<file path="src/source/dcache_params.svh">
// ###################################################################
// Cache geometry shared by the package and the RTL
// Victim selection keeps one bit per set, so DC_WAYS must stay at 2
// Derived widths assume power-of-two sets and words per line
// ###################################################################
`ifndef DCACHE_PARAMS_SVH
`define DCACHE_PARAMS_SVH

`define DC_WAYS   2
`define DC_SETS   16
`define DC_WORDS  4
`define DC_ADDR_W 32
`define DC_WORD_W 32

// Derived field widths of a byte address
`define DC_BOFF_W $clog2(`DC_WORD_W / 8)
`define DC_WOFF_W $clog2(`DC_WORDS)
`define DC_LOFF_W (`DC_BOFF_W + `DC_WOFF_W)
`define DC_SET_W  $clog2(`DC_SETS)
`define DC_TAG_W  (`DC_ADDR_W - `DC_SET_W - `DC_LOFF_W)
`define DC_LINE_W (`DC_WORDS * `DC_WORD_W)

`endif

</file>
<file path="src/source/dcache_pkg.sv">
// ###################################################################
// Types shared by the L1 data cache RTL
// Address layout is tag, set index, word offset, byte offset
// ###################################################################
`include "dcache_params.svh"

package dcache_pkg;

  // Address fields
  typedef logic [`DC_ADDR_W-1:0]              addr_t;
  typedef logic [`DC_ADDR_W-`DC_LOFF_W-1:0]   line_addr_t;
  typedef logic [`DC_SET_W-1:0]               set_idx_t;
  typedef logic [`DC_TAG_W-1:0]               tag_t;
  typedef logic [`DC_WOFF_W-1:0]              word_off_t;

  // Data and byte enables
  typedef logic [`DC_WORD_W-1:0]              word_t;
  typedef logic [`DC_WORD_W/8-1:0]            word_be_t;
  typedef logic [`DC_LINE_W-1:0]              line_t;
  typedef logic [`DC_LINE_W/8-1:0]            line_be_t;

  // One bit per way
  typedef logic [`DC_WAYS-1:0]                way_vec_t;

  // Source that owns d0 in a cycle
  typedef enum logic [2:0] {
    SrcNone,
    SrcSweep,
    SrcD1,
    SrcL2,
    SrcLsq
  } d0_src_e;

  // Operation carried from d0 into d1
  typedef enum logic [2:0] {
    OpIdle,
    OpLoad,
    OpStore,
    OpRefill,
    OpSweep,
    OpLineWr
  } d0_op_e;

endpackage

</file>
<file path="src/source/dcache_way_mem.sv">
// ###################################################################
// One way of tag, valid and data storage
// Outputs follow the set of the previous cycle
// Line output only updates on a data access
// ###################################################################
`include "dcache_params.svh"

module dcache_way_mem (
  input  logic                 clk_i,
  input  dcache_pkg::set_idx_t set_i,
  input  dcache_pkg::tag_t     tag_i,
  input  logic                 valid_i,
  input  dcache_pkg::line_t    line_i,
  input  dcache_pkg::line_be_t line_be_i,
  input  logic                 tag_we_i,
  input  logic                 data_en_i,
  output dcache_pkg::tag_t     tag_o,
  output logic                 valid_o,
  output dcache_pkg::line_t    line_o
);
  import dcache_pkg::*;

  tag_t  tag_mem   [`DC_SETS];
  logic  valid_mem [`DC_SETS];
  line_t data_mem  [`DC_SETS];

  // Tag and valid, read every cycle
  always_ff @(posedge clk_i) begin
    if (tag_we_i) begin
      tag_mem[set_i]   <= tag_i;
      valid_mem[set_i] <= valid_i;
    end
    tag_o   <= tag_mem[set_i];
    valid_o <= valid_mem[set_i];
  end

  // Read-first data with byte enables
  always_ff @(posedge clk_i) begin
    if (data_en_i) begin
      for (int b = 0; b < `DC_LINE_W / 8; b++) begin
        if (line_be_i[b]) begin
          data_mem[set_i][8*b +: 8] <= line_i[8*b +: 8];
        end
      end
      line_o <= data_mem[set_i];
    end
  end

endmodule

</file>
<file path="config.mk">
export PLATFORM = sky130hd
export DESIGN_NAME = dcache_way_mem
export DESIGN_NICKNAME = d
export VERILOG_FILES = /design/src/source/dcache_pkg.sv /design/src/source/dcache_way_mem.sv
export VERILOG_INCLUDE_DIRS = /design/src /design/src/source
export SDC_FILE = /design/constraint.sdc
export NUM_CORES = 2
export LEC_CHECK = 0
export BUFFER_PORTS_ARGS = -buffer_cell sky130_fd_sc_hd__buf_2
export CAP_MARGIN = 20
export CORE_MARGIN = 2
export CORE_UTILIZATION = 55
export DETAILED_ROUTE_END_ITERATION = 10
export PLACE_DENSITY = 0.74
export SLEW_MARGIN = 20
export SYNTH_ARGS = -nofsm -noshare
export SYNTH_HDL_FRONTEND = slang
export SYNTH_SLANG_ARGS = --single-unit
</file>
<file path="constraint.sdc">
create_clock -name clk_i -period 4.1 [get_ports clk_i]
set_input_delay 0.615 -clock clk_i [delete_from_list [all_inputs] [get_ports clk_i]]
set_output_delay 0.615 -clock clk_i [all_outputs]
set_load 0.02 [all_outputs]
</file>
==> run_results.csv <==
group,metric,value,unit
grt,grt_pass1_wl,317,mm
place,placed_cell_area,0.102,mm2
power_and_ir_drop,powerDensity,501,mW/mm2
timing,period_minus_slack,2580,ps
drt,detail_route.wl_per_cell,29.9,um
timing,hold_viol_final,0,
critical_path,r2r_cells,3,
synthesis,synth_area,0.0970,mm2
clock_tree,clockBufferDepth,3,
finish,layout_common_cells,"edfxtp_1 (2576), mux4_2 (612), buf_2 (325)",
critical_path,worst-path-max-fanout,36,
clock_tree,clkSlewWorstSetupHoldPaths,60,ps
timing,layout_setup_ws,1520,ps
timing,rsz0062_at_grt,"false",
die,dieArea,0.180,mm2
worst_hold_path,min_to,"data_mem[15][23]",
clock_tree,hold_buffers,0,
timing,setup_violations,0,
die,row_count,154,
synthesis,yosys_warnings,0,
critical_path,crit_path_end_kind,"flip-flop",
finish,areaGrowthSynthToFinish,13.1,%
power_and_ir_drop,pwr-share-seq,54.4,%
drt,drt-pass1-iter-count,7,
clock_tree,cts_setup_buffers,0,
drt,wirelength,217,mm
critical_path,r2r-end,"line_o[53]",
power_and_ir_drop,swShare,21.0,%
synthesis,yosysTopAreaCell,"edfxtp_1",
timing,fmax,387,MHz
timing,worst_slew_pin_slew,1140,ps
finish,final_nets,4867,
drt,drt_iter0_drc,5087,
power_and_ir_drop,irDropWorstVdd,0.397,mV
drt,vias_per_cell,6.26,
place,portBuffers,328,
clock_tree,post_cts_resized,0,
place,pre_cts_ws,662,ps
die,io_pins,329,
grt,grt_max_degree,122,
power_and_ir_drop,comb_power_share,4.8,%
critical_path,path_class,"primary input to flip-flop",
job,max-cap-violations,0,
power_and_ir_drop,p_clk_share,40.8,%
synthesis,synth_top_cell_area_share,79.7,%
timing,fin_crit_sh,63.0,%
place,place_hpwl,127,mm
synthesis,netlist_instances,4230,
die,dieHeight,424,um
grt,grt_use_total,24.4,%
worst_hold_path,hold_path.startpoint,"line_i[23]",
drt,drtAntennaViolNets,0,
die,fp.coreArea,0.176,mm2
synthesis,synthTopCellsByArea,"edfxtp_1 (80%), mux4_2 (14%), a22oi_1 (2.4%), nor2_1 (1.1%), nand2_1 (0.68%)",
synthesis,ys_ff_latch,2601,
outcome,outcome,"finished clean",
power_and_ir_drop,internal_power,43.5,mW
grt,first_global_vias,46525,
power_and_ir_drop,p_leak,35.1,nW
timing,final.setup_skew,65.8,ps
worst_hold_path,hold_depth,1,
clock_tree,cts_tree,"yes",
die,initial_utilization,55.2,%
synthesis,synth_cell_types,16,
finish,drive_above_1_share,30.2,%
grt,overflow,0,
die,die_x,424,um
finish,post-route-cell-area,0.110,mm2
drt,drc,0,
synthesis,yosysSeqAreaShare,80.2,%
clock_tree,cts_buffers,239,
timing,relSlewSlack,23.6,%
clock_tree,cts_sinks,2601,
clock_tree,clock_latency,900,ps
clock_tree,cts_root_buf,"clkbuf_16",
place,place.gp.congestion,0.777,
synthesis,synth_area_per_cell,22.9,um2
critical_path,worstSetupStartpointType,"primary input",
critical_path,r2r-start,"data_mem[15][53]",
clock_tree,htreeDepth,4,
worst_hold_path,hold_path_class,"primary input to flip-flop",
timing,slew_viol_final,0,
finish,mostFrequentLayoutCell,"edfxtp_1",
drt,num_vias,45433,
timing,fin_tns_setup,0,ps
grt,antenna_found_initial,39,
synthesis,syn_nets,4406,
critical_path,rrSetupSlack,2380,ps
critical_path,required,4590,ps
critical_path,cp.arrival,3070,ps
power_and_ir_drop,p_switching,11.5,mW
-- critical path, stage by stage --
cell	delay [ps]
buf_8	280
nor2b_1	420
nand2_2	750
nor2_1	920
-- power groups by stage --
stage / clock (mW) / combinational [mW] / sequential, mW
2_1_floorplan: 0 / 1.38 / 30.6
3_3_place_gp: 0 / 2.62 / 30.5
3_5_place_dp: 0 / 2.68 / 30.5
4_1_cts: 22.7 / 2.69 / 29.9
5_1_grt: 23.8 / 2.83 / 29.9
6_report: 22.5 / 2.65 / 29.9
-- routing by layer --
metal	GRT usage, %	up-vias	wire length (um)
li1	-	18767	-
met1	33.4	24001	82000
met2	39.8	2259	110000
met3	4.70	378	18200
met4	8.59	28	6920
met5	0	-	161
-- synth_stat cells, drive strengths merged --
master	instances
edfxtp	2576
mux4	612
a22oi	306
nor2	274
nand2	181
buf	145
clkbuf	101
dfxtp	25
nand3	4
nor2b	4
and2	1
inv	1
-- sequential cells by signal, summed over array words and instances, names as in the netlist --
signal,cells
data_mem,2048
valid_mem,16
tag_mem,384
line_o,128
valid_o,1
tag_o,24
-- logic make-up (layout without fill, tap and decap cells) --
group	count (synthesis)	after routing	share of synthesized area [%]
AO/OA/AOI/OAI	306	306	2.37
buffers and inverters	247	924	1.36
flip-flops	2601	2601	80.2
multiplexers	612	612	14.2
other	0	12	0
AND/OR/NAND/NOR	464	464	1.82
-- layout make-up --
type                       instances  area, um2
fill                           11540      66000
inverter                           1       3.75
tap                             2340       2930
multi-input combinational       1382      18000
sequential                      2601      77900
clock buffer                     286       6240
clock inverter                   171       1780
antenna                           12       30.0
timing repair buffer             466       2890
-- how the worst max path moves through the flow --
stage                         start           endpoint  slack, ps  depth (start not counted)
after floorplan            set_i[1]     tag_mem[12][0]        930                          7
after global placement    data_en_i  data_mem[13][108]        620                          3
after detailed placement   set_i[1]   data_mem[6][113]        660                          4
after CTS                  set_i[0]   data_mem[9][101]       1560                          4
after global routing       set_i[1]    data_mem[6][76]       1450                          4
final                      set_i[1]    data_mem[6][65]       1520                          4
-- per-stage QoR --
stage,util [%],power (mW),cells,hold WS (ps)
after floorplan,-,31.9,4230,635
after global placement,57.9,33.1,6790,644
after detailed placement,57.9,33.2,6790,662
after CTS,62.5,55.3,7247,31.0
after global routing,62.5,56.5,7258,77.9
final,62.5,55.0,7259,103
No activity file was read; power rests on OpenSTA's default activity.
