### config.mk
export PLATFORM = sky130hd
export DESIGN_NAME = dcache_d1_flat
export DESIGN_NICKNAME = d
export VERILOG_FILES = /design/src/source/dcache_pkg.sv /design/src/source/dcache_stage_if.sv /design/src/source/dcache_d1.sv /design/src/flat_wrapper.sv
export VERILOG_INCLUDE_DIRS = /design/src /design/src/source
export SDC_FILE = /design/constraint.sdc
export NUM_CORES = 1
export LEC_CHECK = 0
export BUFFER_PORTS_ARGS = -buffer_cell sky130_fd_sc_hd__buf_2
export CORE_AREA = 8 8 251 253
export DETAILED_ROUTE_END_ITERATION = 7
export DIE_AREA = 0 0 259 261
export HOLD_SLACK_MARGIN = 0.15
export PLACE_DENSITY_LB_ADDON = 0.08
export SKIP_CTS_REPAIR_TIMING = 1
export SLEW_MARGIN = 5
export SYNTH_ARGS = -nofsm -noshare
export SYNTH_HDL_FRONTEND = slang
export SYNTH_SLANG_ARGS = --single-unit
### constraint.sdc
create_clock -name clk_i -period 12 [get_ports clk_i]
set_input_delay 2.4 -clock clk_i [delete_from_list [all_inputs] [get_ports clk_i]]
set_output_delay 2.4 -clock clk_i [all_outputs]
set_load 0.05 [all_outputs]
### src/source/dcache_params.svh
// ###################################################################
// Cache geometry shared by the package and the RTL
// Victim selection keeps one bit per set, so DC_WAYS must stay at 2
// Derived widths assume power-of-two sets and words per line
// ###################################################################
`ifndef DCACHE_PARAMS_SVH
`define DCACHE_PARAMS_SVH

`define DC_WAYS   2
`define DC_SETS   16
`define DC_WORDS  4
`define DC_ADDR_W 32
`define DC_WORD_W 32

// Derived field widths of a byte address
`define DC_BOFF_W $clog2(`DC_WORD_W / 8)
`define DC_WOFF_W $clog2(`DC_WORDS)
`define DC_LOFF_W (`DC_BOFF_W + `DC_WOFF_W)
`define DC_SET_W  $clog2(`DC_SETS)
`define DC_TAG_W  (`DC_ADDR_W - `DC_SET_W - `DC_LOFF_W)
`define DC_LINE_W (`DC_WORDS * `DC_WORD_W)

`endif

### src/source/dcache_pkg.sv
// ###################################################################
// Types shared by the L1 data cache RTL
// Address layout is tag, set index, word offset, byte offset
// ###################################################################
`include "dcache_params.svh"

package dcache_pkg;

  // Address fields
  typedef logic [`DC_ADDR_W-1:0]              addr_t;
  typedef logic [`DC_ADDR_W-`DC_LOFF_W-1:0]   line_addr_t;
  typedef logic [`DC_SET_W-1:0]               set_idx_t;
  typedef logic [`DC_TAG_W-1:0]               tag_t;
  typedef logic [`DC_WOFF_W-1:0]              word_off_t;

  // Data and byte enables
  typedef logic [`DC_WORD_W-1:0]              word_t;
  typedef logic [`DC_WORD_W/8-1:0]            word_be_t;
  typedef logic [`DC_LINE_W-1:0]              line_t;
  typedef logic [`DC_LINE_W/8-1:0]            line_be_t;

  // One bit per way
  typedef logic [`DC_WAYS-1:0]                way_vec_t;

  // Source that owns d0 in a cycle
  typedef enum logic [2:0] {
    SrcNone,
    SrcSweep,
    SrcD1,
    SrcL2,
    SrcLsq
  } d0_src_e;

  // Operation carried from d0 into d1
  typedef enum logic [2:0] {
    OpIdle,
    OpLoad,
    OpStore,
    OpRefill,
    OpSweep,
    OpLineWr
  } d0_op_e;

endpackage

### src/source/dcache_stage_if.sv
// ###################################################################
// Link between the d0 and d1 stages
// No ready goes back to d0, since d1 takes every request
// ###################################################################
interface dcache_stage_if;
  import dcache_pkg::*;

  // Registered request from d0
  d0_op_e   op;
  addr_t    addr;
  word_t    wdata;
  word_be_t be;

  // Store-hit write-back from d1
  logic     wr_valid;
  way_vec_t wr_way;
  set_idx_t wr_set;
  line_t    wr_line;
  word_be_t wr_be;

  // Pending L2 request or busy MSHR
  logic     stalled;

  modport d0 (
    output op, addr, wdata, be,
    input  wr_valid, wr_way, wr_set, wr_line, wr_be, stalled
  );

  modport d1 (
    input  op, addr, wdata, be,
    output wr_valid, wr_way, wr_set, wr_line, wr_be, stalled
  );

endinterface

### src/source/dcache_d1.sv
// ###################################################################
// d1 stage of the L1 data cache
// Single MSHR for one load miss and no hit-under-miss
// Store misses go to L2 as word writes, without allocation
// Victim bit per set supports two ways only
// ###################################################################
`include "dcache_params.svh"

module dcache_d1 (
  input  logic                                clk_i,
  input  logic                                rst_ni,
  input  logic                                clr_i,
  dcache_stage_if.d1                          stage,
  input  dcache_pkg::tag_t  [`DC_WAYS-1:0]    tag_vec_i,
  input  dcache_pkg::way_vec_t                valid_vec_i,
  input  dcache_pkg::line_t [`DC_WAYS-1:0]    line_vec_i,
  output logic                                lsq_rsp_valid_o,
  output logic                                lsq_rsp_hit_o,
  output dcache_pkg::word_t                   lsq_rsp_data_o,
  output logic                                l2_req_valid_o,
  input  logic                                l2_req_ready_i,
  output logic                                l2_req_we_o,
  output dcache_pkg::addr_t                   l2_req_addr_o,
  output dcache_pkg::word_t                   l2_req_wdata_o,
  output dcache_pkg::word_be_t                l2_req_be_o,
  output dcache_pkg::way_vec_t                mshr_way_o,
  output dcache_pkg::line_addr_t              mshr_addr_o
);
  import dcache_pkg::*;

  set_idx_t   set;
  tag_t       tag;
  word_off_t  woff;
  logic       is_load;
  logic       is_store;
  logic       refill_done;
  way_vec_t   hit_vec;
  way_vec_t   victim_vec;
  logic       hit;
  logic       issue;
  line_t      hit_line;
  word_t      hit_word;
  word_t      merged_word;
  line_t      merged_line;
  logic [`DC_SETS-1:0] victim_q;
  logic       mshr_busy_q;
  logic       mshr_active;
  way_vec_t   mshr_way_q;
  line_addr_t mshr_addr_q;
  logic       l2_pend_q;
  logic       l2_we_q;
  addr_t      l2_addr_q;
  word_t      l2_wdata_q;
  word_be_t   l2_be_q;
  addr_t      l2_addr;

  assign set         = stage.addr[`DC_LOFF_W +: `DC_SET_W];
  assign tag         = stage.addr[`DC_ADDR_W-1 -: `DC_TAG_W];
  assign woff        = stage.addr[`DC_BOFF_W +: `DC_WOFF_W];
  assign is_load     = (stage.op == OpLoad);
  assign is_store    = (stage.op == OpStore);
  assign refill_done = (stage.op == OpRefill);

  // Tag compare and hit line
  always_comb begin
    hit_line = '0;
    for (int w = 0; w < `DC_WAYS; w++) begin
      hit_vec[w] = valid_vec_i[w] && (tag_vec_i[w] == tag);
      if (hit_vec[w]) begin
        hit_line = hit_line | line_vec_i[w];
      end
    end
  end

  assign hit      = |hit_vec;
  assign hit_word = hit_line[woff*`DC_WORD_W +: `DC_WORD_W];

  // Store data merged into the hit line
  always_comb begin
    for (int b = 0; b < `DC_WORD_W / 8; b++) begin
      merged_word[8*b +: 8] = stage.be[b] ? stage.wdata[8*b +: 8] : hit_word[8*b +: 8];
    end
    merged_line = hit_line;
    merged_line[woff*`DC_WORD_W +: `DC_WORD_W] = merged_word;
  end

  // Lowest invalid way, else the set's victim bit
  always_comb begin
    victim_vec = '0;
    victim_vec[victim_q[set]] = 1'b1;
    for (int w = `DC_WAYS - 1; w >= 0; w--) begin
      if (!valid_vec_i[w]) begin
        victim_vec = way_vec_t'(1) << w;
      end
    end
  end

  // One-cycle response to every load or store
  assign lsq_rsp_valid_o = is_load || is_store;
  assign lsq_rsp_hit_o   = hit;
  assign lsq_rsp_data_o  = hit_word;

  assign stage.wr_valid = is_store && hit;
  assign stage.wr_way   = hit_vec;
  assign stage.wr_set   = set;
  assign stage.wr_line  = merged_line;
  assign stage.wr_be    = stage.be;

  // Any miss goes to L2
  assign issue = (is_load || is_store) && !hit;

  // Line address for loads, word address for stores
  assign l2_addr = is_store ?
      {stage.addr[`DC_ADDR_W-1:`DC_BOFF_W], {`DC_BOFF_W{1'b0}}} :
      {stage.addr[`DC_ADDR_W-1:`DC_LOFF_W], {`DC_LOFF_W{1'b0}}};

  assign l2_req_valid_o = l2_pend_q || issue;
  assign l2_req_we_o    = l2_pend_q ? l2_we_q : is_store;
  assign l2_req_addr_o  = l2_pend_q ? l2_addr_q : l2_addr;
  assign l2_req_wdata_o = l2_pend_q ? l2_wdata_q : stage.wdata;
  assign l2_req_be_o    = l2_pend_q ? l2_be_q : stage.be;

  // Refill in d1 already frees the MSHR for d0
  assign mshr_active   = mshr_busy_q && !refill_done;
  assign mshr_way_o    = mshr_active ? mshr_way_q : '0;
  assign mshr_addr_o   = mshr_addr_q;
  assign stage.stalled = l2_pend_q || mshr_active || issue;

  always_ff @(posedge clk_i or negedge rst_ni) begin
    if (!rst_ni) begin
      l2_pend_q   <= 1'b0;
      mshr_busy_q <= 1'b0;
    end else if (clr_i) begin
      l2_pend_q   <= 1'b0;
      mshr_busy_q <= 1'b0;
    end else begin
      // Hold the request until L2 takes it
      if (issue) begin
        l2_pend_q <= !l2_req_ready_i;
      end else if (l2_req_ready_i) begin
        l2_pend_q <= 1'b0;
      end
      if (issue && is_load) begin
        mshr_busy_q <= 1'b1;
      end else if (refill_done) begin
        mshr_busy_q <= 1'b0;
      end
    end
  end

  always_ff @(posedge clk_i) begin
    if (issue) begin
      l2_we_q    <= is_store;
      l2_addr_q  <= l2_addr;
      l2_wdata_q <= stage.wdata;
      l2_be_q    <= stage.be;
    end
    if (issue && is_load) begin
      mshr_way_q  <= victim_vec;
      mshr_addr_q <= stage.addr[`DC_ADDR_W-1:`DC_LOFF_W];
    end
  end

  // Victim bits, cleared by the sweep, flipped per refill
  always_ff @(posedge clk_i or negedge rst_ni) begin
    if (!rst_ni) begin
      victim_q <= '0;
    end else if (stage.op == OpSweep) begin
      victim_q[set] <= 1'b0;
    end else if (refill_done) begin
      victim_q[set] <= !victim_q[set];
    end
  end

endmodule

### src/flat_wrapper.sv
// flat-port wrapper written by rule: the top's interface ports become plain ports
module dcache_d1_flat import dcache_pkg::*;
  (clk_i, rst_ni, clr_i, tag_vec_i, valid_vec_i, line_vec_i, lsq_rsp_valid_o, lsq_rsp_hit_o, lsq_rsp_data_o, l2_req_valid_o, l2_req_ready_i, l2_req_we_o, l2_req_addr_o, l2_req_wdata_o, l2_req_be_o, mshr_way_o, mshr_addr_o, stage_op, stage_addr, stage_wdata, stage_be, stage_wr_valid, stage_wr_way, stage_wr_set, stage_wr_line, stage_wr_be, stage_stalled);
  dcache_stage_if stage_i ();
  input  logic clk_i;
  input  logic rst_ni;
  input  logic clr_i;
  input  dcache_pkg::tag_t  [`DC_WAYS-1:0] tag_vec_i;
  input  dcache_pkg::way_vec_t valid_vec_i;
  input  dcache_pkg::line_t [`DC_WAYS-1:0] line_vec_i;
  output logic lsq_rsp_valid_o;
  output logic lsq_rsp_hit_o;
  output dcache_pkg::word_t lsq_rsp_data_o;
  output logic l2_req_valid_o;
  input  logic l2_req_ready_i;
  output logic l2_req_we_o;
  output dcache_pkg::addr_t l2_req_addr_o;
  output dcache_pkg::word_t l2_req_wdata_o;
  output dcache_pkg::word_be_t l2_req_be_o;
  output dcache_pkg::way_vec_t mshr_way_o;
  output dcache_pkg::line_addr_t mshr_addr_o;
  input wire logic [$bits(stage_i.op)-1:0] stage_op;
  input wire logic [$bits(stage_i.addr)-1:0] stage_addr;
  input wire logic [$bits(stage_i.wdata)-1:0] stage_wdata;
  input wire logic [$bits(stage_i.be)-1:0] stage_be;
  output wire logic [$bits(stage_i.wr_valid)-1:0] stage_wr_valid;
  output wire logic [$bits(stage_i.wr_way)-1:0] stage_wr_way;
  output wire logic [$bits(stage_i.wr_set)-1:0] stage_wr_set;
  output wire logic [$bits(stage_i.wr_line)-1:0] stage_wr_line;
  output wire logic [$bits(stage_i.wr_be)-1:0] stage_wr_be;
  output wire logic [$bits(stage_i.stalled)-1:0] stage_stalled;
  assign stage_i.op = stage_op;
  assign stage_i.addr = stage_addr;
  assign stage_i.wdata = stage_wdata;
  assign stage_i.be = stage_be;
  assign stage_wr_valid = stage_i.wr_valid;
  assign stage_wr_way = stage_i.wr_way;
  assign stage_wr_set = stage_i.wr_set;
  assign stage_wr_line = stage_i.wr_line;
  assign stage_wr_be = stage_i.wr_be;
  assign stage_stalled = stage_i.stalled;
  dcache_d1 u_core (.clk_i(clk_i), .rst_ni(rst_ni), .clr_i(clr_i), .stage(stage_i), .tag_vec_i(tag_vec_i), .valid_vec_i(valid_vec_i), .line_vec_i(line_vec_i), .lsq_rsp_valid_o(lsq_rsp_valid_o), .lsq_rsp_hit_o(lsq_rsp_hit_o), .lsq_rsp_data_o(lsq_rsp_data_o), .l2_req_valid_o(l2_req_valid_o), .l2_req_ready_i(l2_req_ready_i), .l2_req_we_o(l2_req_we_o), .l2_req_addr_o(l2_req_addr_o), .l2_req_wdata_o(l2_req_wdata_o), .l2_req_be_o(l2_req_be_o), .mshr_way_o(mshr_way_o), .mshr_addr_o(mshr_addr_o));
endmodule
==> flow_summary.ini, run 1 <==
[outcome]
outcome = completed

[die]
num_io_pins = 655
die-area_um2 = 67600
coreArea_um2 = 59300
num_rows = 90
start_util = 0.221
die_h_um = 261
fp.dieW_um = 259

[grt]
grt_pass1_wl_um = 119000
gr-total-overflow = 0
grt_max_degree = 130
antenna_found_initial = 14
grt_pass1_vias = 16399
grt_usage = 0.237

[clocking]
clock_latency_ns = 0.46
cts-root-buf = clkbuf_16
htreeDepth = 4
cts_tree = done
cts_buffers = 17
cts.sinks = 115
clkTransAtPathRegs_ns = 0.07
cts_buffer_depth = 2

[logic_synthesis]
synthFlopType = edfxtp_1
synth-edff-count = 97
synth.avg_cell_area_um2 = 7.52
yosys_warnings = 0
ys_seq_area_frac = 0.257
synth_area_um2 = 13100
ys_seq_elements = 115
ys_types = 43
synth_top_cell_area_share = 0.222
synth_area_leaders = edfxtp_1 (22%), a22oi_1 (11%), a32oi_1 (8.6%), inv_1 (7.5%), nor4_1 (6.3%)
synthCells = 1742
synth_top_cell_by_area = edfxtp_1
ys_async_sr_fraction = 0.157

[sta]
rsz0062_at_grt = no
hold_viol = 0
post-route-period-util = 0.721
hold_ws_ns = 0.512
skew_ns = 0.00729
finalCriticalPeriod_ns = 8.66
final.setup.worst_slack_ns = 3.34
slew_violations = 0
max_freq_mhz = 116
slew_headroom = 0.109
worst_pin_slew_ns = 1.33
tns_ns = 0
setup_violations = 0

[power]
p_sw_frac = 0.431
p_comb_frac = 0.354
p_leak_nw = 7.45
seqPwrFrac = 0.305
power.switching_uw = 692
p_total_mw = 1.61
ir_drop_v = 0.000106
pwr-share-clk = 0.341
pwr_density_cell_nw_per_um2 = 92.4
p_int_uw = 915

[routing]
drc = 0
routed-via-count = 16417
final_antenna_net_count = 0
vias_per_cell = 5.38
drt_pass1_iterations = 5
post_drt_wl_per_cell_um = 27.9
routed_wirelength_um = 85100
first_iter_violations = 1378

[final_layout]
fillers = 6623
syn2layout_area_growth_pct = 32.7
final_cell_mix = buf_2 (650), inv_1 (263), a22oi_1 (189)
num-nets-final = 2636
drive_gt1_frac = 0.359
mostFrequentLayoutCell = buf_2
layoutNonFillerInstCount = 3053

[flow_run]
maxCapViolCount = 0

[worst_hold_path]
hold_path.class = reg -> reg

[worst_setup_path]
critPathLaunchType = input pin
cp-end-kind = primary output
cp.arrival_ns = 6.26
critPathMaxFanout = 70
r2r_setup_slack_ns = 9.76
path_class = in -> out
cp_data_required_time_ns = 9.60

[placement]
dp_cells = 3013
pre_cts_ws_ns = 3.46
io_buffers = 650
place_congestion = 0.854
hpwl_um = 59600
-- cells by family after synthesis --
logic type	synth area share
AND/OR/NAND/NOR	0.204
other	0.000286
multiplexers	0.0671
buffers and inverters	0.153
adder cells (fa/ha/maj)	0.00478
AO/OA/AOI/OAI	0.281
flip-flops	0.257
XOR/XNOR	0.0328
-- flip-flops by register name, indices dropped and copies added, names as in the netlist --
| register | cells |
|---|---|
| u_core.l2_addr_q | 30 |
| u_core.l2_be_q | 4 |
| u_core.l2_pend_q | 1 |
| u_core.l2_wdata_q | 32 |
| u_core.l2_we_q | 1 |
| u_core.mshr_addr_o | 28 |
| u_core.mshr_busy_q | 1 |
| u_core.mshr_way_q | 2 |
| u_core.victim_q | 16 |
-- critical path, cell delays in order --
cell and delay (ns):
buf_2 0.13, xnor2_1 0.43, nand3_4 0.71, buf_4 0.73, nor4_1 0.39, a32oi_1 0.17
a22oi_1 0.31, a21oi_1 0.25, o22ai_1 0.30, buf_2 0.32
-- path summary, 6_finish.rpt --
| path | end | cells after the start | start |
|---|---|---|---|
| setup reg to reg | u_core.victim_q[13] | 4 | u_core.victim_q[7] |
| setup / recovery | stage_wr_line[106] | 10 | stage_addr[28] |
| max in group asynchronous | u_core.l2_pend_q | 1 | rst_ni |
| hold reg to reg | u_core.victim_q[4] | 2 | u_core.victim_q[4] |
| hold / removal | u_core.victim_q[4] | 2 | u_core.victim_q[4] |
| min in group asynchronous | u_core.victim_q[8] | 1 | rst_ni |
-- power groups by stage --
stage          logic (mW)  registers, mW  clock network (mW)
6_report            0.568          0.490               0.548
3_3_place_gp        0.566          0.498                   0
4_1_cts             0.570          0.490               0.570
5_1_grt             0.602          0.494               0.574
3_5_place_dp        0.568          0.498                   0
2_1_floorplan       0.323          0.509                   0
-- synth_stat cells (all sizes together) (49+ instances only) --
cell type  instances
a22oi            189
a32oi            128
buf               69
clkbuf           124
edfxtp            97
inv              263
mux2              68
nand2            147
nor2             142
nor4             133
o22ai            125
xnor2             49
-- cell type report --
cell class	count	area [µm²]	area share
multi-input combinational	1172	7870	0.453
clock inverter	15	176	0.0102
clock buffer	17	425	0.0245
antenna	8	20.0	0.00115
inverter	263	987	0.0568
tap	782	978	0.0563
timing repair buffer	681	3550	0.204
sequential	115	3370	0.194
-- per-stage QoR --
step,util,instance area (µm²)
2_1_floorplan,-,13100
3_3_place_gp,0.282,16800
3_5_place_dp,0.282,16800
4_1_cts,0.292,17400
5_1_grt,0.293,17400
6_report,0.293,17400
-- routing by layer --
metal  global-route usage  wire length (µm)
met5                    0                45
met4               0.0797              2460
met3               0.0472              5760
met2                0.401             41400
met1                0.299             35400
Note: power is estimated with default switching activity, not from simulation.
==> inputs of run 2 (changes only) <==
--- a/config.mk
+++ b/config.mk
@@ -7,9 +7,9 @@
 export NUM_CORES = 1
 export LEC_CHECK = 0
 export BUFFER_PORTS_ARGS = -buffer_cell sky130_fd_sc_hd__buf_2
-export CORE_AREA = 8 8 251 253
+export CORE_AREA = 8 8 246 248
 export DETAILED_ROUTE_END_ITERATION = 7
-export DIE_AREA = 0 0 259 261
+export DIE_AREA = 0 0 254 256
 export HOLD_SLACK_MARGIN = 0.15
 export PLACE_DENSITY_LB_ADDON = 0.08
 export SKIP_CTS_REPAIR_TIMING = 1
==> constraint.sdc (replaced) <==
create_clock -name clk_i -period 8.89 [get_ports clk_i]
set_input_delay 1.778 -clock clk_i [delete_from_list [all_inputs] [get_ports clk_i]]
set_output_delay 1.778 -clock clk_i [all_outputs]
set_load 0.05 [all_outputs]
==> flow_summary.ini, run 2 (synthesis gave the netlist of run 1 again) <==
[outcome]
violations = design-rule violations
outcome = finished with violations

[power]
p_total_mw = 2.17
pwr_density_cell_nw_per_um2 = 124
p_leak_nw = 7.51
ir_drop_v = 0.000140

[clocking]
htreeDepth = 4
cts-root-buf = clkbuf_16
cts_tree = done
clkTransAtPathRegs_ns = 0.07
cts.sinks = 115
cts_buffers = 17
cts_buffer_depth = 2
clock_latency_ns = 0.47

[final_layout]
drive_gt1_frac = 0.362
mostFrequentLayoutCell = buf_2
fillers = 6364
syn2layout_area_growth_pct = 33.5
largest_reg_flops = 32
regMostFlops = u_core.l2_wdata_q
final_cell_mix = buf_2 (650), inv_1 (263), a22oi_1 (189)
ff_latch_area_um2 = 3370
num-nets-final = 2646
multiInputGateArea_um2 = 7870

[routing]
routed_wirelength_um = 81900
first_iter_violations = 1602
routed-via-count = 16656
drt_pass1_iterations = 8
post_drt_wl_per_cell_um = 26.8
final_antenna_net_count = 0
vias_per_cell = 5.45
drc = 11

[die]
fp.dieW_um = 254
die_h_um = 256
num_rows = 88
coreArea_um2 = 56800
start_util = 0.230
num_io_pins = 655
die-area_um2 = 65000

[sta]
tns_ns = 0
rsz0062_at_grt = no
worst_pin_slew_ns = 1.09
hold_viol = 0
post-route-period-util = 0.778
setup_violations = 0
skew_ns = 0.00911
hold_ws_ns = 0.502
finalCriticalPeriod_ns = 6.91
slew_headroom = 0.269
max_freq_mhz = 145
slew_violations = 0

[worst_setup_path]
cp_num_buf_inv = 4
critPathLaunchType = input pin
path_delay_family = buffers and inverters
path_class = in -> out
cp_data_required_time_ns = 7.11
slowest_stage = buf_4
cp.arrival_ns = 5.13
crit_path_max_incr_delay_ns = 0.75
cp-end-kind = primary output
path_cells = buf_2 -> xnor2_1 -> nand4_1 -> buf_4 -> buf_4 -> nor4_1 -> a32oi_1 -> a22oi_1 -> a21oi_1 -> o22ai_1 -> buf_2
critPathMaxFanout = 65

[flow_run]
maxCapViolCount = 0

[grt]
gr-total-overflow = 0
grt_pass1_vias = 16771
antenna_found_initial = 29
grt_usage = 0.239
grt_pass1_wl_um = 117000
grt_max_degree = 129

[placement]
place_congestion = 0.870
io_buffers = 650
hpwl_um = 58800

[worst_hold_path]
hold_path.class = reg -> reg
## run 2: cell count changes in the layout (fill, tap and decap cells not counted)
cell and change:
diode_2 +11, buf_4 +8, buf_12 +2, clkinv_4 +1
inv_6 -1
## run 2: power by group
part / internal, mW / switching, mW
combinational: 0.213 / 0.545
clock: 0.381 / 0.370
sequential: 0.642 / 0.0199
## run 2: worst paths after layout
path	slack [ns]	to	from	cells past startpoint
setup / recovery	1.98	stage_wr_line[116]	stage_addr[14]	11
hold / removal	0.50	u_core.victim_q[13]	u_core.victim_q[13]	1
setup reg to reg	6.60	u_core.victim_q[13]	u_core.victim_q[7]	4
hold reg to reg	0.50	u_core.victim_q[13]	u_core.victim_q[13]	1
max in group asynchronous	7.31	u_core.l2_pend_q	rst_ni	1
min in group asynchronous	1.24	u_core.victim_q[14]	rst_ni	1
## run 2: metal layers
layer | vias up | routed length (µm) | track usage
met2 | 888 | 39700 | 0.398
met3 | 135 | 6750 | 0.0590
met5 | - | 74 | 0
li1 | 7493 | - | -
met1 | 8128 | 32800 | 0.293
met4 | 12 | 2570 | 0.0931
## run 2: area by class of cell
| type | count | share of cell area |
|---|---|---|
| Clock inverter | 15 | 0.0101 |
| Multi-Input combinational cell | 1172 | 0.450 |
| Clock buffer | 17 | 0.0243 |
| Sequential cell | 115 | 0.193 |
| Timing Repair Buffer | 691 | 0.209 |
| Antenna cell | 19 | 0.00272 |
| Inverter | 263 | 0.0565 |
| Tap cell | 765 | 0.0547 |
## run 2: metrics by stage
step           cell area [µm²]  setup WS (ns)   util  std cells
2_1_floorplan            13100         0.0636      -       1743
3_3_place_gp             16800           1.99  0.296       3006
3_5_place_dp             16800           2.00  0.296       3006
4_1_cts                  17400           1.99  0.307       3038
5_1_grt                  17500           1.79  0.308       3053
6_report                 17500           1.98  0.308       3057
==> inputs of run 3 (changes only) <==
==> constraint.sdc (replaced) <==
create_clock -name clk_i -period 6.9 [get_ports clk_i]
set_input_delay 1.38 -clock clk_i [delete_from_list [all_inputs] [get_ports clk_i]]
set_output_delay 1.38 -clock clk_i [all_outputs]
set_load 0.05 [all_outputs]
==> flow_summary.ini, run 3 (synthesis gave the netlist of run 1 again) <==
[grt]
grt_pass1_vias = 16847
grt_usage = 0.238
grt_pass1_wl_um = 116000
gr-total-overflow = 0
grt_max_degree = 129
antenna_found_initial = 20

[placement]
io_buffers = 650
place_congestion = 0.864
pre_cts_ws_ns = 1.05
hpwl_um = 58000
dp_cells = 3007

[routing]
first_iter_violations = 1207
drt_pass1_iterations = 7
vias_per_cell = 5.44
routed-via-count = 16625
final_antenna_net_count = 0
post_drt_wl_per_cell_um = 26.8
drc = 0
routed_wirelength_um = 81800

[final_layout]
layoutNonFillerInstCount = 3054
mostFrequentLayoutCell = buf_2
final_cell_mix = buf_2 (650), inv_1 (263), a22oi_1 (189)
largest_reg_flops = 32
utilization = 0.308
regMostFlops = u_core.l2_wdata_q
syn2layout_area_growth_pct = 33.7
fillers = 6332
drive_gt1_frac = 0.361
num-nets-final = 2647

[worst_setup_path]
r2r_setup_slack_ns = 4.67
crit_start = stage_addr[31]
cp.arrival_ns = 4.54
timing.rr.end = u_core.victim_q[13]
path_cells = buf_2 -> xnor2_1 -> nand4_1 -> nor4_2 -> buf_12 -> buf_4 -> a32oi_1 -> a22oi_1 -> a21oi_1 -> o22ai_1 -> buf_2
critPathMaxFanout = 78
path_class = in -> out
critPathLaunchType = input pin
slowest_stage = nor4_2
path_common_cell = buf_2
crit_path_max_incr_delay_ns = 0.61
cp_data_required_time_ns = 5.52
rr_startpoint = u_core.victim_q[15]
rr_worst_depth = 4
setup.worst_path.end = stage_wr_line[126]
cp-end-kind = primary output

[sta]
skew_ns = 0.0202
finalCriticalPeriod_ns = 5.92
worst_pin_slew_ns = 1.10
slew_headroom = 0.265
hold_viol = 0
rsz0062_at_grt = no
tns_ns = 0
max_freq_mhz = 169
slew_violations = 0
post-route-period-util = 0.857
setup_violations = 0
final.setup.worst_slack_ns = 0.985

[die]
num_io_pins = 655
start_util = 0.230
die_h_um = 256
num_rows = 88
die-area_um2 = 65000
fp.dieW_um = 254
coreArea_um2 = 56800

[power]
ir_drop_v = 0.000169
p_leak_nw = 7.51
pwr_density_cell_nw_per_um2 = 158

[outcome]
outcome = completed

[clocking]
cts_buffers = 17
cts.sinks = 115
htreeDepth = 4
clock_latency_ns = 0.47
cts-root-buf = clkbuf_16
cts_buffer_depth = 2
cts_tree = done
clkTransAtPathRegs_ns = 0.07

[worst_hold_path]
hold_path.class = reg -> reg

[flow_run]
maxCapViolCount = 0
[run 3: how the worst min path moves through the flow]
stage,to,cells after the start,from
final,u_core.victim_q[15],1,u_core.victim_q[15]
after global routing,u_core.victim_q[15],1,u_core.victim_q[15]
after CTS,u_core.victim_q[15],1,u_core.victim_q[15]
after detailed placement,u_core.victim_q[15],1,u_core.victim_q[15]
after global placement,u_core.victim_q[15],1,u_core.victim_q[15]
after floorplan,u_core.victim_q[15],1,u_core.victim_q[15]
[run 3: layer usage]
| metal | wire length (µm) | track usage | vias up | part of all wire |
|---|---|---|---|---|
| li1 | - | - | 7497 | - |
| met1 | 34000 | 0.293 | 8202 | 0.42 |
| met2 | 39600 | 0.405 | 770 | 0.48 |
| met3 | 5440 | 0.0468 | 148 | 0.066 |
| met4 | 2660 | 0.0898 | 8 | 0.033 |
| met5 | 49 | 0 | - | 0.00060 |
[run 3: critical path, delay by kind of cell]
| kind | cells | cell delay (ns) |
|---|---|---|
| AO/OA/AOI/OAI | 4 | 0.75 |
| buffers and inverters | 4 | 1.11 |
| AND/OR/NAND/NOR | 2 | 0.79 |
| XOR/XNOR | 1 | 0.39 |
[run 3: cell type report]
class,instances,area [µm²],area share
flip-flops and latches,115,3370,0.192
well taps,765,957,0.0547
multi-input cells,1172,7870,0.450
repair buffers,692,3710,0.212
inverters,263,987,0.0564
diodes,15,37.5,0.00214
clock inverters,14,146,0.00836
clock buffers,18,429,0.0245
[run 3: where the power goes]
part | switching (mW) | internal (mW)
combinational | 0.706 | 0.278
sequential | 0.0236 | 0.828
clock | 0.432 | 0.506
[run 3: metrics by stage]
step,area (µm²),hold slack [ns],total power [mW]
3_5_place_dp,16900,0.489,1.85
2_1_floorplan,13100,0.461,1.45
6_report,17500,0.500,2.77
5_1_grt,17500,0.520,2.88
3_3_place_gp,16900,0.487,1.84
4_1_cts,17500,0.505,2.81
